### src/common/axi_lite_pkg.sv
package axi_lite_pkg;

	localparam int ADDR_WIDTH = 7;
	localparam int DATA_WIDTH = 32;
	localparam int STRB_WIDTH = DATA_WIDTH / 8;
	localparam int PROT_WIDTH = 3;

	localparam logic [1:0] RESP_OKAY = 2'b00;
	localparam logic [1:0] RESP_SLVERR = 2'b10;

	typedef struct packed {
		logic [ADDR_WIDTH-1:0] addr;
		logic [PROT_WIDTH-1:0] prot; // Accepted but not interpreted
	} axi_aw_t;

	typedef struct packed {
		logic [DATA_WIDTH-1:0] data;
		logic [STRB_WIDTH-1:0] strb;
	} axi_w_t;

	typedef struct packed {
		logic [1:0] resp;
	} axi_b_t;

	typedef struct packed {
		logic [ADDR_WIDTH-1:0] addr;
		logic [PROT_WIDTH-1:0] prot; // Accepted but not interpreted
	} axi_ar_t;

	typedef struct packed {
		logic [DATA_WIDTH-1:0] data;
		logic [1:0] resp;
	} axi_r_t;

endpackage

### src/common/regmap_pkg.sv
package regmap_pkg;

	localparam int NUM_REGS = 4;
	localparam int IDX_WIDTH = axi_lite_pkg::ADDR_WIDTH - 2; // Byte address without the low two bits
	localparam int SEL_WIDTH = $clog2(NUM_REGS);
	localparam int ID_IDX = NUM_REGS - 1; // Last register is the read-only ID word

	localparam logic [axi_lite_pkg::DATA_WIDTH-1:0] ID_VALUE = 32'h5A17_0104;

	// Entry 0 is the rightmost word
	localparam logic [NUM_REGS-2:0][axi_lite_pkg::DATA_WIDTH-1:0] RESET_VALUES = {
		32'hCAFE_0000, // Register 2
		32'h0000_00FF, // Register 1
		32'h0000_0000  // Register 0
	};

	typedef logic [IDX_WIDTH-1:0] reg_idx_t;

	typedef struct packed {
		reg_idx_t idx;
		logic [axi_lite_pkg::DATA_WIDTH-1:0] value;
		logic en;
	} reg_wr_t;

	typedef struct packed {
		reg_idx_t idx;
	} reg_rd_t;

	function automatic logic idx_in_range(reg_idx_t idx);
		return idx < reg_idx_t'(NUM_REGS);
	endfunction

endpackage

### src/axi_lite_slave/axi_lite_slave_read.sv
`timescale 1ns/1ps

module axi_lite_slave_read (
	input logic clk,
	input logic rst_n,

	input logic [axi_lite_pkg::DATA_WIDTH-1:0] reg_vals [regmap_pkg::NUM_REGS],

	input axi_lite_pkg::axi_ar_t ar,
	input logic ar_valid,
	output logic ar_ready,

	output axi_lite_pkg::axi_r_t r,
	output logic r_valid,
	input logic r_ready
);

	typedef enum logic {
		IDLE,
		VALID
	} rd_state_e;

	rd_state_e state;

	regmap_pkg::reg_rd_t rd_sel;
	logic rd_ok;
	logic ar_beat;

	assign rd_sel = '{idx: ar.addr[axi_lite_pkg::ADDR_WIDTH-1:2]};
	assign rd_ok = regmap_pkg::idx_in_range(rd_sel.idx);

	assign ar_ready = (state == IDLE);
	assign r_valid = (state == VALID);
	assign ar_beat = ar_valid && ar_ready;

	always_ff @(posedge clk) begin
		if (!rst_n) begin
			state <= IDLE;
		end else begin
			case (state)
				IDLE: begin
					if (ar_valid) begin
						state <= VALID;
					end
				end

				VALID: begin
					if (r_ready) begin
						state <= IDLE; // R beat accepted
					end
				end

				default: state <= IDLE;
			endcase
		end
	end

	// The R payload is captured once and held until the master takes it
	always_ff @(posedge clk) begin
		if (ar_beat) begin
			if (rd_ok) begin
				r <= '{
					data: reg_vals[rd_sel.idx[regmap_pkg::SEL_WIDTH-1:0]],
					resp: axi_lite_pkg::RESP_OKAY
				};
			end else begin
				r <= '{data: '0, resp: axi_lite_pkg::RESP_SLVERR}; // Unmapped reads return zero
			end
		end
	end

endmodule

### src/axi_lite_slave/axi_lite_slave_write.sv
`timescale 1ns/1ps

module axi_lite_slave_write (
	input logic clk,
	input logic rst_n,

	input logic [axi_lite_pkg::DATA_WIDTH-1:0] reg_vals [regmap_pkg::NUM_REGS],
	output regmap_pkg::reg_wr_t reg_wr,

	input axi_lite_pkg::axi_aw_t aw,
	input logic aw_valid,
	output logic aw_ready,

	input axi_lite_pkg::axi_w_t w,
	input logic w_valid,
	output logic w_ready,

	output axi_lite_pkg::axi_b_t b,
	output logic b_valid,
	input logic b_ready
);

	typedef enum logic [1:0] {
		WAIT_ADDR,
		WAIT_DATA,
		RESPONSE
	} wr_state_e;

	wr_state_e state, state_next;

	regmap_pkg::reg_idx_t idx, idx_next;
	axi_lite_pkg::axi_b_t b_next;
	logic addr_ok;

	logic wr_en, wr_en_next;
	logic [axi_lite_pkg::DATA_WIDTH-1:0] wr_value, wr_value_next;
	regmap_pkg::reg_idx_t wr_idx, wr_idx_next;

	logic [axi_lite_pkg::DATA_WIDTH-1:0] strb_mask;
	logic [axi_lite_pkg::DATA_WIDTH-1:0] cur_value;
	logic [axi_lite_pkg::DATA_WIDTH-1:0] merged;

	assign addr_ok = (b.resp == axi_lite_pkg::RESP_OKAY); // Range result kept from the AW beat

	always_comb begin
		for (int i = 0; i < axi_lite_pkg::STRB_WIDTH; i++) begin
			strb_mask[8*i +: 8] = {8{w.strb[i]}};
		end
	end

	// Out-of-range indices alias a real entry here but are never written
	assign cur_value = reg_vals[idx[regmap_pkg::SEL_WIDTH-1:0]];
	assign merged = (cur_value & ~strb_mask) | (w.data & strb_mask);

	always_ff @(posedge clk) begin
		if (!rst_n) begin
			state <= WAIT_ADDR;
			b <= '{resp: axi_lite_pkg::RESP_OKAY};
			wr_en <= 1'b0;
		end else begin
			state <= state_next;
			b <= b_next;
			wr_en <= wr_en_next;
		end
	end

	always_ff @(posedge clk) begin
		idx <= idx_next;
		wr_idx <= wr_idx_next;
		wr_value <= wr_value_next;
	end

	assign reg_wr = '{idx: wr_idx, value: wr_value, en: wr_en};

	always_comb begin
		state_next = state;
		idx_next = idx;
		b_next = b;
		wr_en_next = 1'b0; // Enable lasts a single cycle
		wr_idx_next = wr_idx;
		wr_value_next = wr_value;

		aw_ready = 1'b0;
		w_ready = 1'b0;
		b_valid = 1'b0;

		case (state)
			WAIT_ADDR: begin
				aw_ready = 1'b1;
				if (aw_valid) begin
					state_next = WAIT_DATA;
					idx_next = aw.addr[axi_lite_pkg::ADDR_WIDTH-1:2];
					if (regmap_pkg::idx_in_range(aw.addr[axi_lite_pkg::ADDR_WIDTH-1:2])) begin
						b_next.resp = axi_lite_pkg::RESP_OKAY;
					end else begin
						b_next.resp = axi_lite_pkg::RESP_SLVERR;
					end
				end
			end

			WAIT_DATA: begin
				w_ready = 1'b1;
				if (w_valid) begin
					state_next = RESPONSE;
					if (addr_ok) begin
						wr_en_next = 1'b1;
						wr_idx_next = idx;
						wr_value_next = merged;
					end
				end
			end

			RESPONSE: begin
				b_valid = 1'b1;
				if (b_ready) begin
					state_next = WAIT_ADDR;
					b_next.resp = axi_lite_pkg::RESP_OKAY;
				end
			end

			default: state_next = WAIT_ADDR;
		endcase
	end

endmodule

### src/design/axi_lite_regs_top.sv
`timescale 1ns/1ps

module axi_lite_regs_top (
	input logic clk,
	input logic rst_n,

	input axi_lite_pkg::axi_aw_t aw,
	input logic aw_valid,
	output logic aw_ready,

	input axi_lite_pkg::axi_w_t w,
	input logic w_valid,
	output logic w_ready,

	output axi_lite_pkg::axi_b_t b,
	output logic b_valid,
	input logic b_ready,

	input axi_lite_pkg::axi_ar_t ar,
	input logic ar_valid,
	output logic ar_ready,

	output axi_lite_pkg::axi_r_t r,
	output logic r_valid,
	input logic r_ready
);

	logic [axi_lite_pkg::DATA_WIDTH-1:0] reg_vals [regmap_pkg::NUM_REGS];
	regmap_pkg::reg_wr_t reg_wr;

	axi_lite_slave_write u_write (
		.clk      (clk),
		.rst_n    (rst_n),
		.reg_vals (reg_vals),
		.reg_wr   (reg_wr),
		.aw       (aw),
		.aw_valid (aw_valid),
		.aw_ready (aw_ready),
		.w        (w),
		.w_valid  (w_valid),
		.w_ready  (w_ready),
		.b        (b),
		.b_valid  (b_valid),
		.b_ready  (b_ready)
	);

	axi_lite_slave_read u_read (
		.clk      (clk),
		.rst_n    (rst_n),
		.reg_vals (reg_vals),
		.ar       (ar),
		.ar_valid (ar_valid),
		.ar_ready (ar_ready),
		.r        (r),
		.r_valid  (r_valid),
		.r_ready  (r_ready)
	);

	reg_bank u_bank (
		.clk      (clk),
		.rst_n    (rst_n),
		.reg_wr   (reg_wr),
		.reg_vals (reg_vals)
	);

endmodule

### src/design/reg_bank.sv
`timescale 1ns/1ps

module reg_bank (
	input logic clk,
	input logic rst_n,

	input regmap_pkg::reg_wr_t reg_wr,
	output logic [axi_lite_pkg::DATA_WIDTH-1:0] reg_vals [regmap_pkg::NUM_REGS]
);

	// Only the writable registers have storage
	logic [axi_lite_pkg::DATA_WIDTH-1:0] regs [regmap_pkg::ID_IDX];

	always_ff @(posedge clk) begin
		if (!rst_n) begin
			for (int i = 0; i < regmap_pkg::ID_IDX; i++) begin
				regs[i] <= regmap_pkg::RESET_VALUES[i];
			end
		end else if (reg_wr.en) begin
			for (int i = 0; i < regmap_pkg::ID_IDX; i++) begin
				if (reg_wr.idx == regmap_pkg::reg_idx_t'(i)) begin
					regs[i] <= reg_wr.value;
				end
			end
			// A write to the ID index matches no entry and is dropped
		end
	end

	always_comb begin
		for (int i = 0; i < regmap_pkg::ID_IDX; i++) begin
			reg_vals[i] = regs[i];
		end
		reg_vals[regmap_pkg::ID_IDX] = regmap_pkg::ID_VALUE; // Constant, never stored
	end

endmodule

### config.mk
export PLATFORM = sky130hd
export DESIGN_NAME = axi_lite_regs_top
export DESIGN_NICKNAME = d
export VERILOG_FILES = /design/src/common/axi_lite_pkg.sv /design/src/common/regmap_pkg.sv /design/src/axi_lite_slave/axi_lite_slave_read.sv /design/src/axi_lite_slave/axi_lite_slave_write.sv /design/src/design/axi_lite_regs_top.sv /design/src/design/reg_bank.sv
export SDC_FILE = /design/constraint.sdc
export NUM_CORES = 1
export LEC_CHECK = 0
export ABC_AREA = 1
export BUFFER_PORTS_ARGS = -buffer_cell sky130_fd_sc_hd__buf_2
export CORE_AREA = 3 3 156 158
export CTS_BUF_LIST = sky130_fd_sc_hd__clkbuf_16
export DETAILED_ROUTE_END_ITERATION = 16
export DIE_AREA = 0 0 159 161
export RECOVER_POWER = 50
export SLEW_MARGIN = 40
export SYNTH_ARGS = -nofsm -noshare
export SYNTH_HDL_FRONTEND = slang
export SYNTH_SLANG_ARGS = --single-unit
export TNS_END_PERCENT = 5
### constraint.sdc
create_clock -name clk -period 11.02 [get_ports clk]
set_input_delay 0.551 -clock clk [delete_from_list [all_inputs] [get_ports clk]]
set_output_delay 0.551 -clock clk [all_outputs]
set_load 0.02 [all_outputs]
==> results.tsv <==
metric	value	unit
share of cells above drive strength 1	13.38	%
clock skew	8.932	ps
post-layout util	39.68	%
GRT Residual Overflow	0	
Nets	956	
synthesized area	8063	um^2
critical path launch point type	flop	
postcts setup bufs	0	
largest family of logic cells by synthesized area	simple AND/OR/NAND/NOR gates	
All-Layer GR Usage	15.17	%
H-tree Lvls	4	
CTS root buf	clkbuf_16	
CTS tree	built	
Synth-to-Final Area Change	14.48	%
sequential share of the synthesized area	64.93	%
# Max-Cap Violations	5	
arrival time worst endpoint	4280	ps
core area	23260	um^2
die outline width	159	um
slew margin rel.	-83.65	%
Ant. Diodes	0	
Setup crit end kind	flop	
Largest stage delay, worst path	1950	ps
Final Hold Vio Count	0	
slowest CP cell	clkbuf_1	
failing checks	max-capacitance violations, max-slew violations	
Synth area leaders	edfxtp_1 64%, nand2_1 12%, inv_1 5.1%	
r2r setup slk	6920	ps
RSZ-0062 raised after global routing	false	
Synth Area in Simple Gates	21.18	%
PwrDens	161.6	nW/um^2
worst slew pin tran	2755	ps
Synth cell types	28	
Top cell by count, worst path	nand2_1	
XOR/XNOR Fraction of Synth Area	0	%
met1 usage	18.97	%
DPL Wire Length	10960	um
number of cells on the worst reg-to-reg path	6	
Post-Place Cells	1193	
deepest clock path buffer count	2	
Ports	104	
Initial Util	34.66	%
clk_lat worst skew	430	ps
final cycle utilization of the critical path	37.24	%
crit path kind	reg2reg	
met2 Use GR	26.00	%
fin crit period	4103	ps
DIE AREA	25600	um^2
detailed-router iteration count before antenna repair	5	
Post-Synthesis Cells	815	
Yosys warnings	0	
critical path fanouts, max	54	
Vias per Instance	4.619	
post-synth top area share	63.69	%
Inserted Clock Buffers	17	
initial antenna violation count	0	
number of global-route vias before repair	5440	
final antenna-violating net count	0	
non-filler cells, final	1223	
Peak supply drop	110.6	uV
Core Rows	56	
routed vias	5649	
Leak Pwr	0.003845	uW
Initial DRC Count	394	
TNS Setup	0	ps
largest net degree at the start of global routing	55	
Achievable Freq	243.7	MHz
Setup Viol. Count Final	0	
Syn Area/Cell	9.893	um^2
HP Class	in2reg	
Routed WL per cell	15.60	um
outcome	finished, violations left	
mux cell area share after synthesis	0	%
Seq cells post-synth	176	
routability congestion estimate	0.7322	
Worst Path Required	11190	ps
met3 track demand over resource	3.462	%
Worst-path clk slew	60	ps
Sink Count	176	
Die Y	161	um
GRT busiest layer	met2	
routed wire length	19080	um
Hold-fix buffers, CTS	0	
WHS Path Cells	1	
CTS-repair resized insts	0	
I/O Buffers	91	
compound-gate portion of the synthesized area	5.757	%
number of remaining DRC errors	0	
Slew Limit Fails	184	
Synth area leader	edfxtp_1	
post-synthesis adder-cell area fraction	0	%
global-route wire length before repair	29680	um
crit-path cells	clkbuf_1 > inv_2 > nand3_1 > nand2_1 > nand2_1 > nand2_1	
[logic make-up after synthesis]
family | after synthesis
AO/OA/AOI/OAI | 89
flip-flops | 176
buffers and inverters | 154
other | 1
AND/OR/NAND/NOR | 395
[path summary, 6_finish.rpt]
check / from / endpoint
min reg2reg: u_write.idx[4]$_DFFE_PP_ / u_write.wr_idx[4]$_DFFE_PP_
min: aw[5] / u_write.idx[0]$_DFFE_PP_
max: u_write.idx[0]$_DFFE_PP_ / u_write.wr_value[14]$_DFFE_PP_
max reg2reg: u_write.idx[0]$_DFFE_PP_ / u_write.wr_value[14]$_DFFE_PP_
[placed cells by master (no fill, tap or decap), drive strengths merged, types with 2 or more instances in the layout]
cell    netlist  layout
a21oi        54      54
buf          30      56
bufinv        0       3
clkbuf       12      61
clkinv        0       7
conb          1       2
dfxtp         5       5
edfxtp      171     171
inv         112     115
nand2       260     260
nand3        69      69
nor2         64      64
o21ai        33      33
[per-layer routing]
metal / routed length (um) / vias to the layer above
li1: - / 2801
met1: 8318 / 2632
met2: 9235 / 194
met3: 1207 / 22
met4: 320 / 0
met5: 0 / -
[registers in the layout, indices dropped and copies added, names as in the netlist, 2 cells and up]
name / cells
u_bank.regs: 96
u_read.r: 33
u_write.idx: 5
u_write.state: 2
u_write.wr_idx: 5
u_write.wr_value: 32
[worst max-delay path, delay by kind of cell (launching register included)]
family,cells,cell delay (ps)
buffers and inverters,2,3020
AND/OR/NAND/NOR,4,500
flip-flops,1,310
[layout make-up]
class,count,area [um^2]
Timing Repair Buffer,100,457.9
Fill cell,2348,14030
Tap cell,319,399.1
Sequential cell,176,5235
Multi-Input combinational cell,486,2143
Clock inverter,13,148.9
Inverter,112,420.4
Clock buffer,17,425.4
[stage by stage]
stage / setup slack, ps / area, um^2 / hold slack, ps / power [uW]
final: 6917 / 9230 / 304.0 / 1491
after global routing: 6527 / 9230 / 274.2 / 1555
after CTS: 8845 / 9346 / 286.0 / 1507
after detailed placement: 8405 / 8772 / 404.5 / 914.7
after global placement: 8096 / 8772 / 400.6 / 912.8
after floorplan: 7407 / 8066 / 400.3 / 867.1
[report_power, final]
| part | switching [uW] | internal (uW) |
|---|---|---|
| Clock | 243 | 351 |
| Combinational | 93.8 | 33.3 |
| Sequential | 7.83 | 762 |
| Total | 345 | 1150 |
[synthesized netlist by cell type (all sizes together)]
master and instances:
o21a 1, nand3 69, conb 1, inv 112, o211ai 1, clkbuf 12
nor3 1, edfxtp 171, nor2 64, a21oi 54, buf 30, o21ai 33
nand2 260, dfxtp 5, or2 1
Power figures use the tool's default switching activity.
